**src/rtl/eth_noc_pkg.sv**
```systemverilog
`default_nettype none

package eth_noc_pkg;

    localparam int CHIPID_W   = 8;
    localparam int MODID_W    = 8;
    localparam int ADDR_W     = 32;
    localparam int DATA_W     = 64;
    localparam int MODE_W     = 4;
    localparam int APB_ADDR_W = 8;
    localparam int FIFO_DEPTH = 4;

    localparam int SYS_RESET_CYCLES = 16;  // length of reset pulse

    typedef struct packed {
        logic                burst;
        logic [MODE_W-1:0]   mode;
        logic [CHIPID_W-1:0] trg_chipid;
        logic [MODID_W-1:0]  trg_modid;
        logic [CHIPID_W-1:0] src_chipid;
        logic [MODID_W-1:0]  src_modid;
        logic [ADDR_W-1:0]   addr;
        logic [DATA_W-1:0]   data0;
        logic [DATA_W-1:0]   data1;
    } flit_t;

    // flit plus the ip it came from
    typedef struct packed {
        flit_t       flit;
        logic [31:0] src_ip;
    } ingress_item_t;

    localparam logic [MODE_W-1:0]  MODE_WRITE_POSTED = 4'h1;
    localparam logic [MODID_W-1:0] HOME_MODID        = '0;
    localparam logic [MODID_W-1:0] MODID_ETH         = 8'h3f;  // self test source

    localparam logic [ADDR_W-1:0] RESET_ADDR         = 32'hf0003028;
    localparam logic [ADDR_W-1:0] HOST_IP_MAGIC_ADDR = 32'hdeadbee0;
    localparam logic [DATA_W-1:0] HOST_IP_MAGIC_DATA = 64'hffdebc9a78563412;

    // apb register map
    localparam logic [APB_ADDR_W-1:0] REG_HOST_IP     = 8'h00;
    localparam logic [APB_ADDR_W-1:0] REG_HOST_PORT   = 8'h04;
    localparam logic [APB_ADDR_W-1:0] REG_FPGA_PORT   = 8'h08;
    localparam logic [APB_ADDR_W-1:0] REG_HOST_CHIPID = 8'h0c;
    localparam logic [APB_ADDR_W-1:0] REG_SYS_RESET   = 8'h10;  // write only
    localparam logic [APB_ADDR_W-1:0] REG_STATUS      = 8'h14;  // read only

    localparam logic [31:0] HOST_IP_RESET = {8'd192, 8'd168, 8'd42, 8'd25};
    localparam logic [15:0] HOST_PORT_RESET = 16'd1800;
    localparam logic [15:0] FPGA_PORT_RESET = 16'd1800;
    localparam logic [CHIPID_W-1:0] HOST_CHIPID_RESET = '0;

endpackage

`default_nettype wire
```
**src/rtl/eth_noc_bridge.sv**
```systemverilog
`timescale 1ns/1ps
`default_nettype none

module eth_noc_bridge
    import eth_noc_pkg::*;
(
    input  wire                  clk_eth_i,
    input  wire                  reset_i,

    input  wire                  udp_rx_valid_i,
    output logic                 udp_rx_ready_o,
    input  flit_t                udp_rx_flit_i,
    input  wire [31:0]           udp_rx_src_ip_i,

    output logic                 noc_tx_valid_o,
    input  wire                  noc_tx_ready_i,
    output flit_t                noc_tx_flit_o,

    input  wire                  noc_rx_valid_i,
    output logic                 noc_rx_ready_o,
    input  flit_t                noc_rx_flit_i,

    output logic                 udp_tx_valid_o,
    input  wire                  udp_tx_ready_i,
    output flit_t                udp_tx_flit_o,
    output logic [31:0]          udp_dst_ip_o,
    output logic [15:0]          udp_dst_port_o,
    output logic [15:0]          udp_src_port_o,

    input  wire                  psel_i,
    input  wire                  penable_i,
    input  wire                  pwrite_i,
    input  wire [APB_ADDR_W-1:0] paddr_i,
    input  wire [31:0]           pwdata_i,
    output logic [31:0]          prdata_o,
    output logic                 pready_o,
    output logic                 pslverr_o,

    input  wire [CHIPID_W-1:0]   home_chipid_i,
    output logic [CHIPID_W-1:0]  host_chipid_o,
    output logic                 eth_system_reset_o
);

    ingress_item_t ingress_in;
    ingress_item_t ingress_out;
    logic          ingress_fire;
    logic          egress_fire;
    logic          sys_reset_hit;
    logic          host_ip_hit;

    assign ingress_in   = '{flit: udp_rx_flit_i, src_ip: udp_rx_src_ip_i};
    assign noc_tx_flit_o = ingress_out.flit;

    // both paths counted on the write side
    assign ingress_fire = udp_rx_valid_i && udp_rx_ready_o;
    assign egress_fire  = noc_rx_valid_i && noc_rx_ready_o;

    flit_fifo #(.payload_t(ingress_item_t)) ingress_fifo_i (
        .clk_eth_i   (clk_eth_i),
        .reset_i     (reset_i),
        .in_valid_i  (udp_rx_valid_i),
        .in_ready_o  (udp_rx_ready_o),
        .in_data_i   (ingress_in),
        .out_valid_o (noc_tx_valid_o),
        .out_ready_i (noc_tx_ready_i),
        .out_data_o  (ingress_out)
    );

    flit_fifo #(.payload_t(flit_t)) egress_fifo_i (
        .clk_eth_i   (clk_eth_i),
        .reset_i     (reset_i),
        .in_valid_i  (noc_rx_valid_i),
        .in_ready_o  (noc_rx_ready_o),
        .in_data_i   (noc_rx_flit_i),
        .out_valid_o (udp_tx_valid_o),
        .out_ready_i (udp_tx_ready_i),
        .out_data_o  (udp_tx_flit_o)
    );

    special_flit_detect special_flit_detect_i (
        .fire_i          (ingress_fire),
        .flit_i          (udp_rx_flit_i),
        .home_chipid_i   (home_chipid_i),
        .host_chipid_i   (host_chipid_o),
        .sys_reset_hit_o (sys_reset_hit),
        .host_ip_hit_o   (host_ip_hit)
    );

    eth_regfile eth_regfile_i (
        .clk_eth_i          (clk_eth_i),
        .reset_i            (reset_i),
        .psel_i             (psel_i),
        .penable_i          (penable_i),
        .pwrite_i           (pwrite_i),
        .paddr_i            (paddr_i),
        .pwdata_i           (pwdata_i),
        .prdata_o           (prdata_o),
        .pready_o           (pready_o),
        .pslverr_o          (pslverr_o),
        .sys_reset_hit_i    (sys_reset_hit),
        .host_ip_hit_i      (host_ip_hit),
        .src_ip_i           (udp_rx_src_ip_i),
        .ingress_fire_i     (ingress_fire),
        .egress_fire_i      (egress_fire),
        .host_ip_o          (udp_dst_ip_o),   // udp destination is the host
        .host_port_o        (udp_dst_port_o),
        .fpga_port_o        (udp_src_port_o),
        .host_chipid_o      (host_chipid_o),
        .eth_system_reset_o (eth_system_reset_o)
    );

endmodule

`default_nettype wire

```
**src/rtl/eth_regfile.sv**
```systemverilog
`timescale 1ns/1ps
`default_nettype none

module eth_regfile
    import eth_noc_pkg::*;
(
    input  wire                  clk_eth_i,
    input  wire                  reset_i,

    input  wire                  psel_i,
    input  wire                  penable_i,
    input  wire                  pwrite_i,
    input  wire [APB_ADDR_W-1:0] paddr_i,
    input  wire [31:0]           pwdata_i,
    output logic [31:0]          prdata_o,
    output logic                 pready_o,
    output logic                 pslverr_o,

    input  wire                  sys_reset_hit_i,
    input  wire                  host_ip_hit_i,
    input  wire [31:0]           src_ip_i,
    input  wire                  ingress_fire_i,
    input  wire                  egress_fire_i,

    output logic [31:0]          host_ip_o,
    output logic [15:0]          host_port_o,
    output logic [15:0]          fpga_port_o,
    output logic [CHIPID_W-1:0]  host_chipid_o,
    output logic                 eth_system_reset_o
);

    localparam int CNT_W = $clog2(SYS_RESET_CYCLES + 1);

    logic             apb_access;
    logic             apb_wr;
    logic             addr_hit;
    logic             trigger_reset;
    logic [CNT_W-1:0] reset_cnt;
    logic [15:0]      ingress_cnt;
    logic [15:0]      egress_cnt;

    assign apb_access = psel_i && penable_i;
    assign apb_wr     = apb_access && pwrite_i;
    assign pready_o   = 1'b1;  // no wait states

    always_ff @(posedge clk_eth_i) begin
        if (reset_i) begin
            host_ip_o     <= HOST_IP_RESET;
            host_port_o   <= HOST_PORT_RESET;
            fpga_port_o   <= FPGA_PORT_RESET;
            host_chipid_o <= HOST_CHIPID_RESET;
        end else begin
            if (host_ip_hit_i) begin
                host_ip_o <= src_ip_i;  // learned ip beats apb
            end else if (apb_wr && paddr_i == REG_HOST_IP) begin
                host_ip_o <= pwdata_i;
            end
            if (apb_wr && paddr_i == REG_HOST_PORT) begin
                host_port_o <= pwdata_i[15:0];
            end
            if (apb_wr && paddr_i == REG_FPGA_PORT) begin
                fpga_port_o <= pwdata_i[15:0];
            end
            if (apb_wr && paddr_i == REG_HOST_CHIPID) begin
                host_chipid_o <= pwdata_i[CHIPID_W-1:0];
            end
        end
    end

    assign trigger_reset = sys_reset_hit_i ||
                           (apb_wr && paddr_i == REG_SYS_RESET && pwdata_i[0]);

    // pulse length set by the down counter
    always_ff @(posedge clk_eth_i) begin
        if (reset_i) begin
            reset_cnt <= '0;
        end else if (trigger_reset) begin
            reset_cnt <= CNT_W'(SYS_RESET_CYCLES);
        end else if (reset_cnt != '0) begin
            reset_cnt <= reset_cnt - 1'b1;
        end
    end

    assign eth_system_reset_o = (reset_cnt != '0);

    always_ff @(posedge clk_eth_i) begin
        if (reset_i) begin
            ingress_cnt <= '0;
            egress_cnt  <= '0;
        end else begin
            if (ingress_fire_i) ingress_cnt <= ingress_cnt + 1'b1;  // wraps
            if (egress_fire_i)  egress_cnt  <= egress_cnt + 1'b1;
        end
    end

    always_comb begin
        prdata_o = '0;
        addr_hit = 1'b1;
        case (paddr_i)
            REG_HOST_IP:     prdata_o = host_ip_o;
            REG_HOST_PORT:   prdata_o = {16'h0, host_port_o};
            REG_FPGA_PORT:   prdata_o = {16'h0, fpga_port_o};
            REG_HOST_CHIPID: prdata_o = 32'(host_chipid_o);
            REG_SYS_RESET:   prdata_o = '0;
            REG_STATUS:      prdata_o = {egress_cnt, ingress_cnt};
            default:         addr_hit = 1'b0;
        endcase
    end

    assign pslverr_o = apb_access && !addr_hit;

endmodule

`default_nettype wire

```
**src/rtl/special_flit_detect.sv**
```systemverilog
`timescale 1ns/1ps
`default_nettype none

module special_flit_detect
    import eth_noc_pkg::*;
(
    input  wire                fire_i,  // ingress write handshake
    input  flit_t              flit_i,
    input  wire [CHIPID_W-1:0] home_chipid_i,
    input  wire [CHIPID_W-1:0] host_chipid_i,
    output logic               sys_reset_hit_o,
    output logic               host_ip_hit_o
);

    logic posted_to_home;
    logic reset_match;
    logic host_ip_match;

    // single posted write aimed at our own module
    assign posted_to_home = !flit_i.burst &&
                            (flit_i.trg_modid == HOME_MODID) &&
                            (flit_i.mode == MODE_WRITE_POSTED);

    always_comb begin
        reset_match = posted_to_home &&
                      (flit_i.trg_chipid == home_chipid_i) &&
                      (flit_i.addr == RESET_ADDR) &&
                      (flit_i.data0 == DATA_W'(1));
    end

    // magic flit from the host self test
    always_comb begin
        host_ip_match = posted_to_home &&
                        (flit_i.src_modid == MODID_ETH) &&
                        (flit_i.src_chipid == host_chipid_i) &&
                        (flit_i.trg_chipid == host_chipid_i) &&
                        (flit_i.addr == HOST_IP_MAGIC_ADDR) &&
                        (flit_i.data0 == HOST_IP_MAGIC_DATA);
    end

    always_comb begin
        sys_reset_hit_o = 1'b0;
        host_ip_hit_o   = 1'b0;
        if (fire_i) begin
            if (reset_match) begin
                sys_reset_hit_o = 1'b1;
            end else if (host_ip_match) begin
                host_ip_hit_o = 1'b1;  // reset wins when both match
            end
        end
    end

endmodule

`default_nettype wire

```
**src/rtl/flit_fifo.sv**
```systemverilog
`timescale 1ns/1ps
`default_nettype none

// DEPTH must be a power of two, 2 or more
module flit_fifo
    import eth_noc_pkg::*;
#(
    parameter type payload_t = flit_t,
    parameter int  DEPTH     = FIFO_DEPTH
) (
    input  wire      clk_eth_i,
    input  wire      reset_i,

    input  wire      in_valid_i,
    output logic     in_ready_o,
    input  payload_t in_data_i,

    output logic     out_valid_o,
    input  wire      out_ready_i,
    output payload_t out_data_o
);

    localparam int AW = $clog2(DEPTH);

    payload_t mem [DEPTH];

    // extra msb tells full from empty
    logic [AW:0] wr_ptr;
    logic [AW:0] rd_ptr;
    logic        full;
    logic        empty;
    logic        push;
    logic        pop;

    assign empty = (wr_ptr == rd_ptr);
    assign full  = (wr_ptr[AW] != rd_ptr[AW]) && (wr_ptr[AW-1:0] == rd_ptr[AW-1:0]);

    assign in_ready_o  = !full;
    assign out_valid_o = !empty;
    assign out_data_o  = mem[rd_ptr[AW-1:0]];

    assign push = in_valid_i && !full;
    assign pop  = out_ready_i && !empty;

    always_ff @(posedge clk_eth_i) begin
        if (reset_i) begin
            wr_ptr <= '0;
            rd_ptr <= '0;
        end else begin
            if (push) begin
                wr_ptr <= wr_ptr + 1'b1;
            end
            if (pop) begin
                rd_ptr <= rd_ptr + 1'b1;
            end
        end
    end

    always_ff @(posedge clk_eth_i) begin
        if (push) begin
            mem[wr_ptr[AW-1:0]] <= in_data_i;
        end
    end

endmodule

`default_nettype wire

```
**config.mk**
```make
export PLATFORM = sky130hd
export DESIGN_NAME = eth_noc_bridge
export DESIGN_NICKNAME = d
export VERILOG_FILES = /design/src/rtl/eth_noc_pkg.sv /design/src/rtl/eth_noc_bridge.sv /design/src/rtl/eth_regfile.sv /design/src/rtl/special_flit_detect.sv /design/src/rtl/flit_fifo.sv
export SDC_FILE = /design/constraint.sdc
export NUM_CORES = 1
export LEC_CHECK = 0
export BUFFER_PORTS_ARGS = -buffer_cell sky130_fd_sc_hd__clkbuf_2
export CORE_AREA = 2 2 388 390
export DETAILED_ROUTE_END_ITERATION = 10
export DIE_AREA = 0 0 390 392
export PLACE_DENSITY = 0.65
export REMOVE_ABC_BUFFERS = 1
export SETUP_SLACK_MARGIN = 0.4
export SYNTH_ARGS = -nofsm -noshare
export SYNTH_HDL_FRONTEND = slang
export SYNTH_SLANG_ARGS = --single-unit
```
**constraint.sdc**
```tcl
create_clock -name clk_eth_i -period 5.9 [get_ports clk_eth_i]
set_input_delay 0.295 -clock clk_eth_i [delete_from_list [all_inputs] [get_ports clk_eth_i]]
set_output_delay 0.295 -clock clk_eth_i [all_outputs]
set_load 0.05 [all_outputs]
```
# == Yosys cells after proc, flatten, opt, wreduce, memory -nomap -nowiden ==
# Memories as Yosys holds them, arrays and structs flattened. A register that Yosys moved wholly into a read port is not among the register bits.
# Cells that the tools add are included.
# word_totals
memories,2
elab_cells,99
regBits,121
out_inout_bits,505
ram_bits,1704
# memory_table
memory,words,width,read_ports,rd_ports_with_merged_regs,wr,line,source
ingress_fifo_i.mem,4,229,1,1,1,flit_fifo.sv:25,payload_t mem [DEPTH];
egress_fifo_i.mem,4,197,1,1,1,flit_fifo.sv:25,
# classes
n_eq_ne,20
mux,19
n_addsub,7
reduce_logical,39
# op_table
cell,count
32-bit one-hot mux with 5 select lines,1
"32-bit == test, second input constant",2
"64-bit by 1-bit == test with 1-bit output, second input constant",1
"64-bit == test, second input constant",1
32-bit 2-to-1 mux,2
"16-bit by 1-bit adder with 16-bit output, second input constant",2
1-bit logical AND,25
8-bit == test,3
"8-bit by 4-bit == test with 1-bit output, second input constant",2
"8-bit by 5-bit == test with 1-bit output, second input constant",2
8-bit zero test,2
"3-bit by 1-bit adder with 3-bit output, second input constant",4
1-bit 2-to-1 mux,10
5-bit 2-to-1 mux,2
"8-bit by 3-bit == test with 1-bit output, second input constant",1
"8-bit by 6-bit == test with 1-bit output, second input constant",1
2-bit 2-to-1 mux,4
3-bit == test,2
1-bit zero test,6
6-bit OR reduction,1
5-bit nonzero test,1
"5-bit by 1-bit subtractor with 5-bit output, second input constant",1
2-bit == test,2
"4-bit by 1-bit == test with 1-bit output, second input constant",1
other kinds (4),6

# == Longest topological paths before layout ==
# Gate-level depths: netlist (run 1).
# depth
depth_word,12
mapped_depth,7

# == Hierarchy ==
# From an unflattened synthesis (run 1), not the netlist that was laid out.
# hier_totals
cells_unflattened,3093
area_unflattened_um2,68660.9
# by_module_without_submodules
module,n_inst,area_each_um2,cells_per_inst
flit_fifo at ingress_fifo_i,1,33636.0,1266
flit_fifo at egress_fifo_i,1,28990.3,1099
eth_regfile,1,5343.9,631
special_flit_detect,1,678.2,95
eth_noc_bridge,1,12.5,2

# == Worst setup path after synthesis (run 1) ==
# No wires, ideal clock.
# synth_path
path_kind,reg-to-reg
startpoint,register ingress_fifo_i.wr_ptr[0]
endpoint,"memory ingress_fifo_i.mem[3][100] (netlist name), enable pin"
setup_slack_ns,-0.399
setup_time_ns,0.583
arrival_time_ns,5.716
path_stages_with_launch,5
t_required_ns,5.317
synth_period_minus_slack_ns,6.299
cell_sequence,dfxtp_1 xor2_1 o31a_1 clkbuf_1 and2_1
# synth_via
elab_chain_cells,6
# synth_rtl
element,line,source
start: declaration,flit_fifo.sv:28,logic [AW:0] wr_ptr;
start signal: assignment,flit_fifo.sv:51,wr_ptr <= wr_ptr + 1'b1;
2-bit == test,flit_fifo.sv:36,assign full = (wr_ptr[AW] != rd_ptr[AW]) && (wr_ptr[AW-1:0] == rd_ptr[AW-1:0]);
1-bit logical AND,flit_fifo.sv:36,
1-bit zero test,flit_fifo.sv:42,assign push = in_valid_i && !full;
1-bit logical AND,flit_fifo.sv:42,
1-bit 2-to-1 mux,flit_fifo.sv:60,if (push) begin
1-bit 2-to-1 mux (implied by the code),flit_fifo.sv:61,mem[wr_ptr[AW-1:0]] <= in_data_i;
end: declaration,flit_fifo.sv:25,
# Several ways; a longest one is shown, not always the timed one.

# == Worst setup path after layout (run 1) ==
# layout_path
startpoint,input udp_rx_flit_i[163] (netlist name)
endpoint,register eth_regfile_i.host_ip_o[20]
# layout_via
elab_chain_cells,10
word_cells_on_any_way,11
# layout_rtl
element,line,source
start: declaration,eth_noc_bridge.sv:12,"input flit_t udp_rx_flit_i,"
8-bit by 6-bit == test with 1-bit output *,special_flit_detect.sv:34,(flit_i.src_modid == MODID_ETH) &&
1-bit logical AND *,special_flit_detect.sv:33,host_ip_match = posted_to_home &&
1-bit logical AND *,special_flit_detect.sv:34,
1-bit logical AND *,special_flit_detect.sv:35,(flit_i.src_chipid == host_chipid_i) &&
1-bit logical AND *,special_flit_detect.sv:36,(flit_i.trg_chipid == host_chipid_i) &&
1-bit logical AND *,special_flit_detect.sv:37,(flit_i.addr == HOST_IP_MAGIC_ADDR) &&
1-bit 2-to-1 mux *,special_flit_detect.sv:47,end else if (host_ip_match) begin
1-bit 2-to-1 mux *,special_flit_detect.sv:45,if (reset_match) begin
1-bit 2-to-1 mux *,special_flit_detect.sv:44,if (fire_i) begin
32-bit 2-to-1 mux or 2-bit nonzero test (tied branches),--,
end signal: assignment,eth_regfile.sv:54,host_ip_o <= src_ip_i;
end signal: assignment,eth_regfile.sv:56,host_ip_o <= pwdata_i;
end: declaration,eth_regfile.sv:25,"output logic [31:0] host_ip_o,"
# Mark *: on every way between the ends. The rest lies on a longest branch, timed or not.
# A chain may end at the register's enable or synchronous reset.

==> results.cfg, run 1 <==
[worst_setup_path]
endpoint_kind = flop
r2r_setup_slack_ns = 1.98
arrival_ns = 5.09
r2r_start = eth_regfile_i.host_chipid_o[3]
critPathLaunchType = input pin
crit_type = in -> reg
cp.required_ns = 6.56
timing.rr.end = eth_regfile_i.host_ip_o[20]
rr_worst_depth = 9
critPathMaxFanout = 32

[layout]
fillers = 11358
layout-drive-gt1-share = 0.374
final_common_cell = edfxtp_1
final_nets = 4880
final_cell_mix = 1576 x edfxtp_1, 985 x clkbuf_2, 493 x dlygate4sd3_1
stdcell_count = 6496
syn_to_final_growth_pct = 28.7

[placement]
place_hpwl_um = 109000
post-place-ws_ns = 2.10
portBuffers = 986
place.gp.congestion = 0.879
dp_cells = 5662

[status]
status = complete, no violations

[logic_synthesis]
yosysUniqueCellTypes = 51
ys_seq_elements = 1701
async_flop_share = 0
seq_area_frac_synth = 0.788
synth_cells = 2819
syn_area_per_cell_um2 = 22.4
synth_flop_cell = edfxtp_1
yosys_warnings = 0
synth_edf_count = 1576
syn_area_um2 = 63200

[detailed_routing]
wire_per_inst_um = 25.3
drt_iter0_drc = 2517
vias = 34798
via_per_inst = 5.36
ant_nets = 0
drc = 0
routed_wl_um = 164000
firstDrtPassIters = 7

[die]
rows = 142
core_um2 = 149000
io_pins = 988
start_util = 0.424
die-width_um = 390
dieArea_um2 = 153000
fp.dieH_um = 392

[global_route]
grt_pass1_wl_um = 236000
grt_max_degree = 136
grt_overflow = 0
first_global_vias = 35598
grt.total_usage = 0.209
grt_antenna_before_repair = 34

[sta]
report.final.slew_viol_count = 0
fin_crit_sh = 0.750
max_slew.worst_pin.slew_ns = 1.20
fin_setup_tns_ns = 0
period_minus_slack_ns = 4.42
skew_ns = 0.0459
hold_viol_final = 0
holdWs_ns = 0.150
max_freq_mhz = 226
setup_viol_count_final = 0
worst_slack_ns = 1.48
relSlewSlack = 0.202
rsz0062_at_grt = false

[flow_run]
drv_cap = 0

[power_and_ir_drop]
p_switching_uw = 9650
swShare = 0.303
internal_power_uw = 22200
comb_power_share = 0.221
p_per_area_nw_per_um2 = 392
seq_power_share = 0.439
peakVddDrop_v = 0.000330
power_frac_clock = 0.341
leakagePower_uw = 0.0281

[clock_network]
clk_pin_slew_ns = 0.06
clkLatencyLatePin_ns = 0.78
cts_resized = 0
cts_inserted_buffers = 170
clockRootBuffer = clkbuf_16
htreeDepth = 4
clock_sinks = 1701
clockBufferDepth = 3
cts_tree = yes

[hold_path]
min_path_type = in -> reg
hold_end = eth_regfile_i.ingress_cnt[0]
whs_path_depth = 4
holdCritStartpoint = udp_rx_valid_i
repair_timing:
item                                    CTS  global route
hold buffers                            493             0
buffers inserted                          0             0
endpoints found under the hold margin  1667             0
worst max-delay path, cell delays in order:
cell           delay [ns]
dlygate4sd3_1        0.54
clkbuf_2             0.15
nand4_1              0.32
nor4_1               0.91
nand4_1              0.51
nor4_4               0.29
buf_4                0.55
mux2i_1              0.27
dlygate4sd3_1        0.58
nor2_1               0.04
dlygate4sd3_1        0.57
logic make-up (layout without fill, tap and decap cells):
family | count (synthesis) | count (layout) | share of synthesized area
multiplexers | 492 | 492 | 0.157
other | 1 | 29 | 0.0000593
adder cells (fa/ha/maj) | 14 | 14 | 0.00277
AND/OR/NAND/NOR | 322 | 322 | 0.0263
flip-flops | 1701 | 1701 | 0.788
AO/OA/AOI/OAI | 92 | 92 | 0.00960
buffers and inverters | 145 | 1850 | 0.00903
XOR/XNOR | 52 | 52 | 0.00721
how the worst max path moves through the flow:
stage | start | to | slack (ns) | cells past startpoint
4_1_cts | udp_rx_flit_i[164] | eth_regfile_i.host_ip_o[8] | 1.38 | 11
3_5_place_dp | udp_rx_flit_i[164] | eth_regfile_i.host_ip_o[28] | 2.10 | 8
6_report | udp_rx_flit_i[163] | eth_regfile_i.host_ip_o[20] | 1.48 | 11
5_1_grt | udp_rx_flit_i[164] | eth_regfile_i.host_ip_o[2] | 1.36 | 11
2_1_floorplan | flop | noc_tx_flit_o[0] | -3.54 | 1
3_3_place_gp | udp_rx_flit_i[164] | eth_regfile_i.host_ip_o[30] | 2.16 | 8
state kept, by name (all words and copies together), names as in the netlist, named ones only:
register and count:
eth_regfile_i.fpga_port_o 16, ingress_fifo_i.wr_ptr 3, eth_regfile_i.reset_cnt 5, egress_fifo_i.rd_ptr 3, egress_fifo_i.mem 788, eth_regfile_i.ingress_cnt 16
ingress_fifo_i.mem 788, egress_fifo_i.wr_ptr 3, ingress_fifo_i.rd_ptr 3, eth_regfile_i.host_ip_o 32, eth_regfile_i.egress_cnt 16, eth_regfile_i.host_port_o 16
eth_regfile_i.host_chipid_o 8
Yosys cell counts, types with 2 or more instances:
| master | instances | share of area |
|---|---|---|
| a21oi_1 | 30 | 0.0024 |
| a222oi_1 | 8 | 0.0013 |
| a22o_1 | 16 | 0.0022 |
| a22oi_1 | 8 | 0.00095 |
| a31oi_1 | 2 | 0.00020 |
| and2_1 | 10 | 0.00099 |
| and3_1 | 15 | 0.0015 |
| and4_1 | 4 | 0.00055 |
| buf_1 | 57 | 0.0034 |
| buf_6 | 3 | 0.00053 |
| clkbuf_1 | 64 | 0.0038 |
| clkinv_1 | 2 | 0.00012 |
| dfxtp_1 | 125 | 0.040 |
| edfxtp_1 | 1576 | 0.75 |
| ha_1 | 14 | 0.0028 |
| inv_1 | 17 | 0.0010 |
| mux2_1 | 16 | 0.0029 |
| mux2_2 | 16 | 0.0029 |
| mux2i_1 | 66 | 0.010 |
| mux4_2 | 394 | 0.14 |
| nand2_1 | 68 | 0.0040 |
| nand3_1 | 18 | 0.0014 |
| nand4_1 | 31 | 0.0031 |
| nand4bb_1 | 2 | 0.00036 |
| nor2_1 | 100 | 0.0059 |
| nor3_1 | 19 | 0.0015 |
| nor4_1 | 27 | 0.0027 |
| nor4_4 | 2 | 0.00067 |
| nor4b_1 | 3 | 0.00042 |
| o211ai_1 | 3 | 0.00036 |
| o21ai_0 | 6 | 0.00048 |
| o21ai_1 | 13 | 0.0010 |
| o22ai_1 | 4 | 0.00040 |
| or3_1 | 5 | 0.00049 |
| or4_1 | 7 | 0.00083 |
| or4b_1 | 3 | 0.00048 |
| xnor2_1 | 23 | 0.0032 |
| xor2_1 | 29 | 0.0040 |
cell type report:
class | instances | area, um2 | area share
antenna | 28 | 70.1 | 0.000862
clock buffer | 215 | 4510 | 0.0554
clock inverter | 98 | 1180 | 0.0145
inverter | 20 | 75.1 | 0.000923
multi-input combinational | 973 | 12800 | 0.158
sequential | 1701 | 49800 | 0.613
tap | 1944 | 2430 | 0.0299
timing repair buffer | 1517 | 10400 | 0.128
power by group through the flow:
stage               Clock, uW  Sequential, uW  Combinational [uW]
floorplan                   0           14600                4800
global placement            0           14200                6820
detailed placement          0           14200                6820
CTS                     11100           14000                7110
global route            11500           14000                7350
finish                  10900           14000                7030
metrics by stage:
stage / cell area [um2] / power, uW / util
finish: 81300 / 31900 / 0.546
global route: 81300 / 32900 / 0.546
CTS: 81200 / 32200 / 0.546
detailed placement: 70600 / 21100 / 0.474
global placement: 70600 / 21000 / 0.474
floorplan: 62700 / 19500 / -
per-layer routing:
layer  wire, um  global-route usage  part of all wire
met3      17200              0.0811              0.10
met4       6170              0.0781             0.038
met1      61500               0.256              0.37
met5        103                   0           0.00063
met2      79100               0.336              0.48
Power figures use the tool's default switching activity.
==> run 2, diff against run 1 <==
- clock period: 5.9 -> 3.59 ns (I/O delays scaled with it)
==> run 2 against run 1 <==
  * Global-route usage rose by 0.15 points
  * Die area stayed put
  * Critical endpoint is now eth_regfile_i.host_ip_o[21]
  * Final cell count grew 0.32%
  * Clock skew grew 0.017 ns
  * Critical path type unchanged
  * Count of clock-buffer cells in the layout decreased by 8
  * Register-to-register slack worse by 1.4 ns
  * First-iteration DRC count shrank 3.3%
  * Setup slack lost 1.1 ns
  * Sequential share of layout area shrank 0.30 points
  * Clock power increased by 59%
  * Sequential cell count unchanged
  * Sequential power rose by 64%
==> results.cfg, run 2 (synthesized netlist as in run 1, its figures left out) <==
[status]
status = complete, no violations

[detailed_routing]
drc = 0
top_layer_used = met5
firstDrtPassIters = 8
via_per_inst = 5.37
met2_length_um = 79900
wl_met3_um = 15900
met1Wirelength_um = 64100
ant_nets = 0
wire_per_inst_um = 25.5
drt_iter0_drc = 2433
vias = 34966
routed_wl_um = 166000

[worst_setup_path]
slowest_delay_ns = 0.57
arrival_ns = 3.89
critPathBufInv = 5
endpoint_kind = flop
critical_path_cell_count = 11
cp.required_ns = 4.27
rr_worst_depth = 9
crit_path_top_delay_cell = or4_4
r2r_start = eth_regfile_i.host_chipid_o[0]
startpoint = udp_rx_flit_i[181]
crit_chain = dlygate4sd3_1, clkbuf_2, or4_4, or4_1, or4_4, nor4_4, buf_6, buf_12, mux2i_1, dlygate4sd3_1, nand2_1
crit_type = in -> reg
cpLargestDelayFamily = simple AND/OR/NAND/NOR gates
critPathLaunchType = input pin
critPathMaxFanout = 8

[die]
start_util = 0.424
die-width_um = 390
dieArea_um2 = 153000
rows = 142
fp.dieH_um = 392
core_um2 = 149000
io_pins = 988

[clock_network]
clk_pin_slew_ns = 0.06
htreeDepth = 4
clockRootBuffer = clkbuf_16
cts_tree = yes
clockBufferDepth = 3
clkLatencyLatePin_ns = 0.82
clock_sinks = 1701
cts_inserted_buffers = 168

[sta]
setup_viol_count_final = 0
skew_ns = 0.0626
max_slew.worst_pin.slew_ns = 0.790
holdWs_ns = 0.108
report.final.slew_viol_count = 0
hold_viol_final = 0
rsz0062_at_grt = true
period_minus_slack_ns = 3.21
max_freq_mhz = 312
relSlewSlack = 0.473
fin_crit_sh = 0.894

[placement]
place.gp.congestion = 0.886
portBuffers = 986
dp_cells = 5712
place_hpwl_um = 113000

[power_and_ir_drop]
p_switching_uw = 16000
comb_power_share = 0.227
p_per_area_nw_per_um2 = 638
leakagePower_uw = 0.0283
peakVddDrop_v = 0.000532
seq_power_share = 0.441
power_frac_clock = 0.332
swShare = 0.308
internal_power_uw = 36100

[layout]
syn_to_final_growth_pct = 29.3
stdcell_count = 6517
postLayoutCoreUtil = 0.549
layout-drive-gt1-share = 0.383
final_cell_mix = 1576 x edfxtp_1, 984 x clkbuf_2, 471 x dlygate4sd3_1
final_nets = 4917
fillers = 11374
final_common_cell = edfxtp_1

[global_route]
grt_pass1_wl_um = 239000
grt_overflow = 0
grt_antenna_before_repair = 27
first_global_vias = 35555
grt.total_usage = 0.211
grt_max_degree = 78

[hold_path]
min_path_type = in -> reg
whs_path_depth = 5
holdCritStartpoint = psel_i

[flow_run]
drv_cap = 0
run 2: cell count changes in the layout (fill, tap and decap cells not counted), sizes merged:
cell / previous run / this run
dlygate4sd3: 493 / 471
inv: 19 / 23
bufinv: 20 / 14
clkinvlp: 3 / 4
buf: 39 / 99
clkbuf: 1200 / 1193
diode: 28 / 16
clkinv: 76 / 79
run 2: what timing repair did:
item / CTS / global route
gates resized for setup: 0 / 12
hold buffers: 472 / 2
endpoints found under the hold margin: 1681 / 2
setup endpoints to repair: 0 / 23
buffers inserted: 0 / 9
run 2: final cells by class:
cell class	count	area, um2	share of cell area
Sequential cell	1701	49800	0.610
Multi-Input combinational cell	973	12800	0.157
Timing Repair Buffer	1556	11000	0.135
Clock buffer	207	4370	0.0535
Tap cell	1944	2430	0.0298
Clock inverter	100	1080	0.0132
Inverter	20	75.1	0.000919
Antenna cell	16	40.0	0.000490
run 2: worst reg2reg max path, cell delays in order, from the launching register on:
cell and delay [ns]:
dfxtp_1 0.51, and3_1 0.22, o22ai_1 0.08, or4_1 0.62
nor4_4 0.38, buf_6 0.21, buf_12 0.16, mux2i_1 0.19
dlygate4sd3_1 0.56, nand2_1 0.05
run 2: power groups by stage:
stage,registers [uW],clock network (uW),logic (uW)
after floorplan,24000,0,7260
after global placement,23400,0,11400
after detailed placement,23400,0,11400
after CTS,23000,17600,11900
after global routing,23000,18400,12300
final,23000,17300,11800
run 2: path summary, 6_finish.rpt:
check                           slack (ns)                              to
worst max-delay path                  0.38     eth_regfile_i.host_ip_o[21]
worst min-delay path                  0.11  eth_regfile_i.host_chipid_o[7]
worst max register to register        0.54     eth_regfile_i.host_ip_o[21]
worst min register to register        0.48    eth_regfile_i.fpga_port_o[4]
run 2: per-stage QoR:
stage | setup WS [ns] | TNS, ns | instance area, um2 | power [uW]
global route | 0.347 | 0 | 81700 | 53800
global placement | 0.531 | 0 | 71400 | 34800
floorplan | -5.74 | -6493.91 | 62700 | 31300
finish | 0.380 | 0 | 81700 | 52100
CTS | 0.407 | 0 | 81500 | 52500
detailed placement | 0.502 | 0 | 71400 | 34800
run 2: metal layers:
layer	global-route usage	vias up
met5	0	-
met3	0.0736	332
li1	-	15051
met2	0.339	1458
met1	0.265	18103
met4	0.0757	22
